===== src/logic/i2f_pkg.sv =====
/*
 * Integer to binary32 converter definitions
 * Field widths, exponent bias and the vector types shared by the stages
 */
`default_nettype none

package i2f_pkg;

  // Packed IEEE 754 binary32 word
  localparam int unsigned FLOAT_W = 32;

  // Biased exponent field
  localparam int unsigned EXP_W = 8;

  // Stored fraction, the hidden one is not part of it
  localparam int unsigned MANT_W = 23;

  // Exponent bias of binary32
  localparam int unsigned EXP_BIAS = 127;

  // Whole binary32 word as it leaves the converter
  typedef logic [FLOAT_W-1:0] float_t;

  // Biased exponent as carried between the normalizer and the packer
  typedef logic [EXP_W-1:0] exp_t;

  // Significand including the hidden one at the top
  typedef logic [MANT_W:0] sig_t;

endpackage : i2f_pkg

`default_nettype wire

===== src/logic/i2f_ifs.sv =====
/*
 * Stage interfaces of the integer to binary32 converter
 * mag_if runs from the input stage to the normalizer, norm_if onward to rounding
 */
`default_nettype none
`timescale 1ns/10ps

interface mag_if #(
  parameter int unsigned INT_WIDTH = 32
);

  // Strobe for one item, no back-pressure exists
  logic                 valid;
  // Set for a negative signed input
  logic                 sign;
  // Absolute value of the input
  logic [INT_WIDTH-1:0] mag;
  // Whole input was zero
  logic                 zero;

  modport src (output valid, sign, mag, zero);
  modport dst (input valid, sign, mag, zero);

endinterface : mag_if

interface norm_if #(
  parameter int unsigned INT_WIDTH = 32
);

  logic                valid;
  logic                sign;
  logic                zero;
  // Exponent before a possible rounding carry
  i2f_pkg::exp_t       exp;
  // Top 24 bits after normalization, the MSB is the hidden one
  i2f_pkg::sig_t       sig;
  // First dropped bit and the OR of everything below it
  logic                guard;
  logic                sticky;

  // The largest exponent that the normalizer can form must stay below the all-ones code
  initial begin
    assert (INT_WIDTH >= 2 && INT_WIDTH - 1 <= i2f_pkg::EXP_BIAS)
      else $fatal(1, "norm_if: INT_WIDTH %0d does not fit binary32", INT_WIDTH);
  end

  modport src (output valid, sign, zero, exp, sig, guard, sticky);
  modport dst (input valid, sign, zero, exp, sig, guard, sticky);

endinterface : norm_if

`default_nettype wire


===== src/logic/i2f_top.sv =====
/*
 * Integer to binary32 converter
 * Three register stages, one item per cycle, results in order after three cycles
 */
`default_nettype none
`timescale 1ns/10ps

module i2f_top #(
  parameter int unsigned INT_WIDTH = 32
) (
  input  wire logic                 clk_i,
  input  wire logic                 rst_n_i,
  input  wire logic                 valid_i,
  input  wire logic                 signed_i,
  input  wire logic [INT_WIDTH-1:0] int_i,
  output logic                      valid_o,
  output i2f_pkg::float_t           float_o,
  output logic                      inexact_o
);

  // Bundles between the stages
  mag_if  #(.INT_WIDTH(INT_WIDTH)) u_mag_if ();
  norm_if #(.INT_WIDTH(INT_WIDTH)) u_norm_if ();

  // Sign and magnitude
  i2f_input_stage #(
    .INT_WIDTH (INT_WIDTH)
  ) u_input_stage (
    .clk_i    (clk_i),
    .rst_n_i  (rst_n_i),
    .valid_i  (valid_i),
    .signed_i (signed_i),
    .int_i    (int_i),
    .mag_o    (u_mag_if.src)
  );

  // Leading zero count and shift
  i2f_normalizer #(
    .INT_WIDTH (INT_WIDTH)
  ) u_normalizer (
    .clk_i   (clk_i),
    .rst_n_i (rst_n_i),
    .mag_i   (u_mag_if.dst),
    .norm_o  (u_norm_if.src)
  );

  // Rounding and packing
  i2f_round_pack u_round_pack (
    .clk_i     (clk_i),
    .rst_n_i   (rst_n_i),
    .norm_i    (u_norm_if.dst),
    .valid_o   (valid_o),
    .float_o   (float_o),
    .inexact_o (inexact_o)
  );

endmodule : i2f_top

`default_nettype wire


===== src/logic/i2f_round_pack.sv =====
/*
 * Round and pack stage of the integer to binary32 converter
 * Rounds to nearest even, packs the binary32 word and reports inexact results
 */
`default_nettype none
`timescale 1ns/10ps

module i2f_round_pack (
  input  wire logic      clk_i,
  input  wire logic      rst_n_i,
  norm_if.dst            norm_i,
  output logic           valid_o,
  output i2f_pkg::float_t float_o,
  output logic           inexact_o
);

  localparam int unsigned SIG_W = i2f_pkg::MANT_W + 1;

  logic             round_up;
  logic [SIG_W:0]   sig_sum;
  logic             carry;
  i2f_pkg::exp_t    exp_rnd;
  i2f_pkg::float_t  packed_word;

  // Above half always rounds up, an exact tie only when the LSB is odd
  assign round_up = norm_i.guard & (norm_i.sticky | norm_i.sig[0]);

  // One spare bit catches the carry out of an all-ones significand
  assign sig_sum = {1'b0, norm_i.sig} + (SIG_W + 1)'(round_up);
  assign carry   = sig_sum[SIG_W];

  // On a carry the sum is a lone one above the hidden bit, so the fraction is already zero
  assign exp_rnd = norm_i.exp + i2f_pkg::exp_t'(carry);

  always_comb begin
    if (norm_i.zero) begin
      packed_word = {i2f_pkg::FLOAT_W{1'b0}};
    end else begin
      packed_word = {norm_i.sign, exp_rnd, sig_sum[i2f_pkg::MANT_W-1:0]};
    end
  end

  // Control outputs are cleared by reset and only pulse with an item
  always_ff @(posedge clk_i) begin
    if (!rst_n_i) begin
      valid_o   <= 1'b0;
      inexact_o <= 1'b0;
    end else begin
      valid_o   <= norm_i.valid;
      inexact_o <= norm_i.valid & (norm_i.guard | norm_i.sticky);
    end
  end

  // The result word holds between items
  always_ff @(posedge clk_i) begin
    if (norm_i.valid) begin
      float_o <= packed_word;
    end
  end

  // A zero item drops no bits upstream, so +0.0 never leaves with inexact set
  a_zero_is_exact : assert property (
    @(posedge clk_i) disable iff (!rst_n_i)
    (norm_i.valid && norm_i.zero) |-> !(norm_i.guard || norm_i.sticky)
  ) else $error("round_pack: zero item arrived with guard or sticky set");

endmodule : i2f_round_pack

`default_nettype wire


===== src/logic/i2f_normalizer.sv =====
/*
 * Normalizer stage of the integer to binary32 converter
 * Moves the leading one to the top and derives exponent, significand, guard and sticky
 */
`default_nettype none
`timescale 1ns/10ps

module i2f_normalizer #(
  parameter int unsigned INT_WIDTH = 32
) (
  input  wire logic clk_i,
  input  wire logic rst_n_i,
  mag_if.dst        mag_i,
  norm_if.src       norm_o
);

  localparam int unsigned CNT_W = $clog2(INT_WIDTH);
  localparam int unsigned SIG_W = i2f_pkg::MANT_W + 1;
  // Enough room below the magnitude for a full significand and the guard bit
  localparam int unsigned EXT_W = INT_WIDTH + SIG_W + 1;
  // Exponent of a value whose leading one is already the MSB
  localparam i2f_pkg::exp_t EXP_TOP = i2f_pkg::exp_t'(i2f_pkg::EXP_BIAS + INT_WIDTH - 1);

  logic [CNT_W-1:0]     lz_cnt;
  logic                 lz_empty;
  logic [INT_WIDTH-1:0] shifted;
  logic [EXT_W-1:0]     ext;
  i2f_pkg::exp_t        exp_calc;

  lzc #(
    .WIDTH (INT_WIDTH)
  ) u_lzc (
    .in_i    (mag_i.mag),
    .cnt_o   (lz_cnt),
    .empty_o (lz_empty)
  );

  assign shifted  = mag_i.mag << lz_cnt;
  assign exp_calc = EXP_TOP - i2f_pkg::exp_t'(lz_cnt);

  // Zero fill on the right covers narrow integers, where guard and sticky stay clear
  assign ext = {shifted, {(SIG_W + 1){1'b0}}};

  always_ff @(posedge clk_i) begin
    if (!rst_n_i) begin
      norm_o.valid <= 1'b0;
    end else begin
      norm_o.valid <= mag_i.valid;
    end
  end

  // For a zero item these fields are don't care, the packer forces +0.0
  always_ff @(posedge clk_i) begin
    if (mag_i.valid) begin
      norm_o.sign   <= mag_i.sign;
      norm_o.zero   <= mag_i.zero;
      norm_o.exp    <= exp_calc;
      norm_o.sig    <= ext[EXT_W-1 -: SIG_W];
      norm_o.guard  <= ext[EXT_W-SIG_W-1];
      norm_o.sticky <= |ext[EXT_W-SIG_W-2:0];
    end
  end

  // The zero flag from the input stage must agree with the counter on every item
  a_zero_matches_lzc : assert property (
    @(posedge clk_i) disable iff (!rst_n_i)
    mag_i.valid |-> (lz_empty == mag_i.zero)
  ) else $error("normalizer: lzc empty flag disagrees with input zero flag");

endmodule : i2f_normalizer

`default_nettype wire


===== src/logic/i2f_input_stage.sv =====
/*
 * Input register stage of the integer to binary32 converter
 * Splits the incoming integer into a sign and an absolute magnitude
 */
`default_nettype none
`timescale 1ns/10ps

module i2f_input_stage #(
  parameter int unsigned INT_WIDTH = 32
) (
  input  wire logic                 clk_i,
  input  wire logic                 rst_n_i,
  input  wire logic                 valid_i,
  input  wire logic                 signed_i,
  input  wire logic [INT_WIDTH-1:0] int_i,
  mag_if.src                        mag_o
);

  logic                 neg;
  logic [INT_WIDTH-1:0] abs_val;
  logic                 is_zero;

  // Only a signed input with its top bit set counts as negative
  assign neg = signed_i & int_i[INT_WIDTH-1];

  // Two's complement negation
  // The most negative value maps onto itself, which is the correct unsigned magnitude
  assign abs_val = neg ? (~int_i + 1'b1) : int_i;

  assign is_zero = ~|int_i;

  // Valid strobe, cleared by reset
  always_ff @(posedge clk_i) begin
    if (!rst_n_i) begin
      mag_o.valid <= 1'b0;
    end else begin
      mag_o.valid <= valid_i;
    end
  end

  // Payload only loads with an item and holds otherwise
  always_ff @(posedge clk_i) begin
    if (valid_i) begin
      mag_o.sign <= neg;
      mag_o.mag  <= abs_val;
      mag_o.zero <= is_zero;
    end
  end

endmodule : i2f_input_stage

`default_nettype wire


===== src/logic/lzc.sv =====
/*
 * Leading zero counter
 * Reduction tree over the bit-reversed input, empty_o flags an all-zero vector
 */
`default_nettype none
`timescale 1ns/10ps

module lzc #(
  parameter int unsigned WIDTH = 32
) (
  input  wire logic [WIDTH-1:0]         in_i,
  output logic      [$clog2(WIDTH)-1:0] cnt_o,
  output logic                          empty_o
);

  localparam int unsigned CNT_W  = $clog2(WIDTH);
  localparam int unsigned LEVELS = $clog2(WIDTH);
  // A full binary tree with one node per pair at the leaf level
  localparam int unsigned NODES  = (2 ** LEVELS) - 1;

  logic [WIDTH-1:0] rev;
  logic [NODES-1:0] sel_nodes;
  logic [CNT_W-1:0] idx_nodes [NODES];

  initial begin
    assert (WIDTH >= 2) else $fatal(1, "lzc: WIDTH must be at least 2");
  end

  // After the reversal the MSB sits at index 0, so the lowest set index is the zero count
  always_comb begin
    for (int unsigned i = 0; i < WIDTH; i++) begin
      rev[i] = in_i[WIDTH-1-i];
    end
  end

  for (genvar lvl = 0; lvl < LEVELS; lvl++) begin : g_level
    for (genvar k = 0; k < 2 ** lvl; k++) begin : g_node
      localparam int unsigned NODE = (2 ** lvl) - 1 + k;
      if (lvl == LEVELS - 1) begin : g_leaf
        // Leaves look at input pairs, a short vector leaves some of them half or fully unused
        if (2 * k + 1 < WIDTH) begin : g_pair
          assign sel_nodes[NODE] = rev[2*k] | rev[2*k+1];
          assign idx_nodes[NODE] = rev[2*k] ? CNT_W'(2 * k) : CNT_W'(2 * k + 1);
        end else if (2 * k < WIDTH) begin : g_single
          assign sel_nodes[NODE] = rev[2*k];
          assign idx_nodes[NODE] = CNT_W'(2 * k);
        end else begin : g_unused
          assign sel_nodes[NODE] = 1'b0;
          assign idx_nodes[NODE] = '0;
        end
      end else begin : g_inner
        localparam int unsigned LEFT = (2 ** (lvl + 1)) - 1 + 2 * k;
        // The left child covers lower indices and therefore wins whenever it holds a one
        assign sel_nodes[NODE] = sel_nodes[LEFT] | sel_nodes[LEFT+1];
        assign idx_nodes[NODE] = sel_nodes[LEFT] ? idx_nodes[LEFT] : idx_nodes[LEFT+1];
      end
    end
  end

  // Root of the tree
  assign cnt_o   = idx_nodes[0];
  assign empty_o = ~sel_nodes[0];

endmodule : lzc

`default_nettype wire


===== config.mk =====
export PLATFORM = sky130hd
export DESIGN_NAME = i2f_top
export DESIGN_NICKNAME = d
export VERILOG_FILES = /design/src/logic/i2f_pkg.sv /design/src/logic/i2f_ifs.sv /design/src/logic/i2f_top.sv /design/src/logic/i2f_round_pack.sv /design/src/logic/i2f_normalizer.sv /design/src/logic/i2f_input_stage.sv /design/src/logic/lzc.sv
export SDC_FILE = /design/constraint.sdc
export NUM_CORES = 1
export LEC_CHECK = 0
export ABC_AREA = 1
export BUFFER_PORTS_ARGS = -buffer_cell sky130_fd_sc_hd__buf_2
export CAP_MARGIN = 20
export CORE_MARGIN = 5
export CORE_UTILIZATION = 60
export CTS_CLUSTER_SIZE = 24
export DETAILED_ROUTE_END_ITERATION = 16
export GPL_TIMING_DRIVEN = 0
export MAX_ROUTING_LAYER = met4
export PLACE_DENSITY = 0.83
export SYNTH_ARGS = -nofsm -noshare
export SYNTH_HDL_FRONTEND = slang
export SYNTH_SLANG_ARGS = --single-unit

===== constraint.sdc =====
create_clock -name clk_i -period 4.2 [get_ports clk_i]
set_input_delay 0 -clock clk_i [delete_from_list [all_inputs] [get_ports clk_i]]
set_output_delay 0 -clock clk_i [all_outputs]
set_load 0.05 [all_outputs]

======== Yosys cells after proc, flatten, opt, wreduce, memory -nomap -nowiden ========
Index checks and enable logic that the tools add are counted.
operators by class
  add/sub/neg operators ................... 4
  shift-type cells ........................ 1
  multiplexer cells ....................... 32
  bitwise operators ....................... 32
  reductions and logical operators ........ 3
operators with widths
  operator                 count
  $mux W5                  15
  $add A32 B1 Y32 const B  1
  $mux W32                 1
  $not A32 Y32             1
  $reduce_or A32 Y1        1
  $shl A32 B5 Y32          1
  $or A1 B1 Y1             28
  $add A24 B1 Y25          1
  $mux W1                  16
  $add A8 B1 Y8            1
  $sub A8 B5 Y8 const A    1
  $reduce_or A7 Y1         1
  $and A1 B1 Y1            3
  $logic_not A1 Y1         1
storage, ports and cells
  register bits after elaboration ......... 106
  input bits .............................. 36
  output and inout bits ................... 34

======== Longest topological paths before layout ========
  word-level depth ........................ 7
  gate-level depth with buffers ........... 22
  depth with buffers taken out ............ 22

======== By module ========
Synthesis repeated with hierarchy kept, for this count alone.
unflattened totals
  cells, all modules ...................... 1,011
  area, all modules ....................... 7,604.8 um^2
modules (own cells, without submodules)
  module           times used  cells an instance  area an instance (um^2)
  i2f_normalizer   1           415                3,078.0
  i2f_input_stage  1           270                2,134.5
  i2f_round_pack   1           224                1,916.8
  lzc              1           102                475.5

======== Least setup slack after synthesis ========
OpenSTA, ideal clock, no wires.
  path type ............................... register -> register
  start ................................... reg u_normalizer.norm_o.sticky
  end ..................................... reg u_round_pack.float_o[29] (data pin)
  arrival time ............................ 2,788 ps
  required time ........................... 3,934 ps
  slack ................................... 1,146 ps
  stages on the path, launching flop included .. 23
  period minus slack after synthesis ...... 3,054 ps
  cells stage by stage .................... edfxtp_1 o21a_1 ha_1 ha_1 nand2_1 nor3_1 nand2_1 nor2_1 nand2_1 nor2_1 nand3_1 nor2_1 nand2_1 nor3_2 nand3_1 nor2_1 ha_1 ha_1 nand2_1 nor2_1 nand3_1 xor2_1 nor2_1
on the way
  word-level cells in the longest chain between the ends .. 4
RTL lines
  what                    RTL line              RTL
  start, declared         i2f_ifs.sv:47         modport src (output valid, sign, zero, exp, sig, guard, sticky);
  start signal, assigned  i2f_normalizer.sv:60  norm_o.sticky <= |ext[EXT_W-SIG_W-2:0];
  $or A1 B1 Y1            i2f_round_pack.sv:26  assign round_up = norm_i.guard & (norm_i.sticky | norm_i.sig[0]);
  $and A1 B1 Y1           i2f_round_pack.sv:26
  $add A24 B1 Y25         i2f_round_pack.sv:29  assign sig_sum = {1'b0, norm_i.sig} + (SIG_W + 1)'(round_up);
  $add A8 B1 Y8           i2f_round_pack.sv:33  assign exp_rnd = norm_i.exp + i2f_pkg::exp_t'(carry);
  end signal, assigned    i2f_round_pack.sv:57  float_o <= packed_word;
  end, declared           i2f_round_pack.sv:13  output i2f_pkg::float_t float_o,
Every way passes these cells.
A chain may end at the register's enable or synchronous reset.

======== Worst setup path after layout ========
  start ................................... reg u_normalizer.norm_o.guard
  end ..................................... reg u_round_pack.float_o[29] (data pin)
on the way
  word-level cells in the longest chain between the ends .. 3
RTL lines
  what                    RTL line              RTL
  start, declared         i2f_ifs.sv:47
  start signal, assigned  i2f_normalizer.sv:59  norm_o.guard <= ext[EXT_W-SIG_W-1];
  $and A1 B1 Y1           i2f_round_pack.sv:26
  $add A24 B1 Y25         i2f_round_pack.sv:29
  $add A8 B1 Y8           i2f_round_pack.sv:33
Every way passes these cells.

==> flow_summary.yaml <==
sta:
  layout_min_cycle_time_ns: 3.57
  slew_headroom: 0.485
  rsz0062_at_grt: "false"
  drv_slew: 0
  tns_ns: 0
  fin_crit_sh: 0.851
  finalHoldViolCount: 0
  clock.fmax_mhz: 280
  fin_skew_ns: 0.00999
  worst_pin_slew_ns: 0.773
  setup_viol: 0
critical_path:
  critPathMaxFanout: 3
  cp-endpoint: "u_round_pack.float_o[29]"
  cp.arrival_ns: 3.66
  critical_path_class: "reg2reg"
  cp-startpoint: "u_normalizer.norm_o.guard"
  r2r-end: "u_round_pack.float_o[29]"
  rrSetupSlack_ns: 0.63
  startpoint_type: "flip-flop"
  regToRegStartpoint: "u_normalizer.norm_o.guard"
  slowest_delay_ns: 0.37
  cp_common_cell: "nor2_1"
  cp_cell_sequence: "o21a_1 -> ha_1 -> ha_1 -> nand2_1 -> nor3_1 -> nand2_1 -> nor2_1 -> nand2_1 -> nor2_1 -> nand3_1 -> nor2_1 -> nand2_1 -> nor3_2 -> nand3_1 -> nor2_1 -> ha_1 -> ha_1 -> nand2_1 -> nor2_1 -> nand3_1 -> xor2_1 -> nor2_1"
  rr_worst_depth: 22
  cpMaxStageDelayCell: "edfxtp_1"
  crit_required_ns: 4.28
  cp-end-kind: "flip-flop"
drt:
  wl_per_cell_um: 16.8
  routed_via_density: 5.61
  vias: 6511
  drc: 0
  drtPass1Iterations: 5
  drtIter0Drc: 589
  wirelength_um: 19500
  postRouteAntennaNets: 0
pwr:
  p_switching_uw: 929
  clkPwrFrac: 0.297
  netSwitchingFraction: 0.320
  design_power_total_mw: 2.91
  leakage_nw: 3.68
  pwr-share-seq: 0.457
  combPwrFrac: 0.246
  vdd_ir_drop_max_mv: 0.264
  powerDensity_nw_per_um2: 357
  p_int_mw: 1.98
die:
  rows: 39
  start_util: 0.612
  dieArea_um2: 14000
  die_x_um: 118
  core-area_um2: 11500
  die_h_um: 118
  io_pins: 70
global_routing:
  met2_usage: 0.491
  grt_use_met1: 0.321
  grt_max_degree: 36
  gr-total-overflow: 0
  grt_use_met3: 0.0377
  grt_pass1_vias: 6408
  grt_pass1_wl_um: 31300
  antenna_found_initial: 0
  grt_busiest_layer: "met2"
  grtUsageTotal: 0.289
cts:
  cts_buffer_depth: 2
  cts.clk_slew.worst_paths_ns: 0.08
  cts_made_buffers: 9
  clock-sinks: 106
  post_cts.resized_instances: 0
  cts_setup_buffers: 0
  worstSkewPairLatency_ns: 0.35
  postCtsHoldBufs: 25
  tritoncts: "yes"
  root_buffer: "clkbuf_16"
  cts-htree-levels: 3
hold_path:
  hp-class: "in2reg"
synth:
  yosysTopAreaCellShare: 0.436
  yosysUniqueCellTypes: 42
  post-synth-top-count-cell: "nand2_1"
  avgSynthCellArea_um2: 7.75
  netlist_instances: 906
  async_reset_ff_frac: 0
  synth_area_leaders: "edfxtp_1, nand2_1, nand3_1"
  ys_seq_elements: 106
  synth_top_area_cell: "edfxtp_1"
  synth_top_cells_by_count: "nand2_1, nand3_1, nor2_1, edfxtp_1, inv_1"
  synthFlopType: "edfxtp_1"
  syn_nets: 948
  synth-edff-count: 102
  yosysWarnings: 0
  mappedNetlistArea_um2: 7020
  ys_seq_area_frac: 0.448
place:
  post-dp-hpwl_um: 14800
  gp_congestion: 0.996
  dp_cells: 1120
  postPlaceCellArea_um2: 7600
  port_buffers: 69
cells_and_area:
  nets: 1055
  final_cell_area_um2: 8150
  final_util: 0.711
  n_antenna_cell: 0
  stdcell_count: 1161
  drive_above_1_share: 0.143
  syn2layout_area_growth_pct: 16.1
status:
  status: "finished clean"
run:
  maxCapViolCount: 0
[power groups by stage]
| stage | Sequential (mW) | Clock [mW] | Combinational [mW] |
|---|---|---|---|
| 2_1_floorplan | 1.35 | 0 | 0.462 |
| 3_3_place_gp | 1.35 | 0 | 0.655 |
| 3_5_place_dp | 1.35 | 0 | 0.676 |
| 4_1_cts | 1.33 | 0.871 | 0.697 |
| 5_1_grt | 1.34 | 0.910 | 0.793 |
| 6_report | 1.33 | 0.864 | 0.714 |
[flip-flops by register name, indices dropped and copies added (netlist names)]
name                        cells
u_input_stage.mag_o.mag        32
u_input_stage.mag_o.sign        1
u_input_stage.mag_o.valid       1
u_input_stage.mag_o.zero        1
u_normalizer.norm_o.exp         8
u_normalizer.norm_o.guard       1
u_normalizer.norm_o.sig        24
u_normalizer.norm_o.sign        1
u_normalizer.norm_o.sticky      1
u_normalizer.norm_o.valid       1
u_normalizer.norm_o.zero        1
u_round_pack.float_o           32
u_round_pack.inexact_o          1
u_round_pack.valid_o            1
[cells in the final DEF, fill, tap and decap left out, types with 9 or more instances in the layout]
cell type,synthesis,routed
nand2_1,228,228
nand3_1,139,139
nor2_1,105,105
inv_1,102,102
edfxtp_1,102,102
buf_2,9,78
o21ai_0,38,38
dlygate4sd3_1,0,25
xor2_1,22,22
a21oi_1,19,19
nand4_1,16,16
xnor2_1,15,15
nor3_1,10,10
clkbuf_1,10,10
inv_2,9,9
nand2_2,9,9
clkbuf_16,0,9
[stage by stage]
stage | setup WS [ns] | hold slack (ns)
2_1_floorplan | 1.15 | 0.0935
3_3_place_gp | 0.753 | 0.194
3_5_place_dp | 0.687 | 0.193
4_1_cts | 0.662 | 0.00930
5_1_grt | 0.236 | 0.0316
6_report | 0.625 | 0.0117
[worst min path at each step]
| stage | start | endpoint | slack (ns) | cells after the start |
|---|---|---|---|---|
| floorplan | valid_i | u_input_stage.mag_o.valid | 0.09 | 2 |
| global placement | int_i[0] | u_input_stage.mag_o.mag[0] | 0.19 | 1 |
| detailed placement | int_i[0] | u_input_stage.mag_o.mag[0] | 0.19 | 1 |
| CTS | int_i[4] | u_input_stage.mag_o.mag[4] | 0.009 | 2 |
| global route | int_i[4] | u_input_stage.mag_o.mag[4] | 0.03 | 2 |
| finish | int_i[4] | u_input_stage.mag_o.mag[4] | 0.01 | 2 |
[per-layer routing]
layer | routed length [µm] | vias to the layer above | share of wire
li1 | - | 3223 | -
met1 | 7400 | 2924 | 0.38
met2 | 9780 | 292 | 0.50
met3 | 1150 | 72 | 0.059
met4 | 1120 | 0 | 0.058
met5 | 0 | - | 0
[cell type report]
class | instances | area (µm²)
clock buffer | 9 | 225
buffer | 32 | 215
timing repair buffer | 96 | 651
clock inverter | 7 | 75.1
multi-input combinational | 657 | 3250
fill | 913 | 3320
sequential | 106 | 3140
tap | 143 | 179
inverter | 111 | 417
[cells by family after synthesis]
| logic type | Yosys count | share of synthesized area |
|---|---|---|
| xor+xnor | 37 | 0.0462 |
| compound gates | 82 | 0.0668 |
| simple gates | 532 | 0.339 |
| buf+inv | 143 | 0.0900 |
| flops | 106 | 0.448 |
| fa+ha+maj | 6 | 0.0107 |
[worst max-delay path: cells and delay by family (launching register included)]
| kind | cells | cell delay (ns) |
|---|---|---|
| xor+xnor | 1 | 0.17 |
| compound gates | 1 | 0.13 |
| fa+ha+maj | 4 | 0.68 |
| flops | 1 | 0.37 |
| simple gates | 16 | 1.96 |
(Power assumes the default switching activity.)
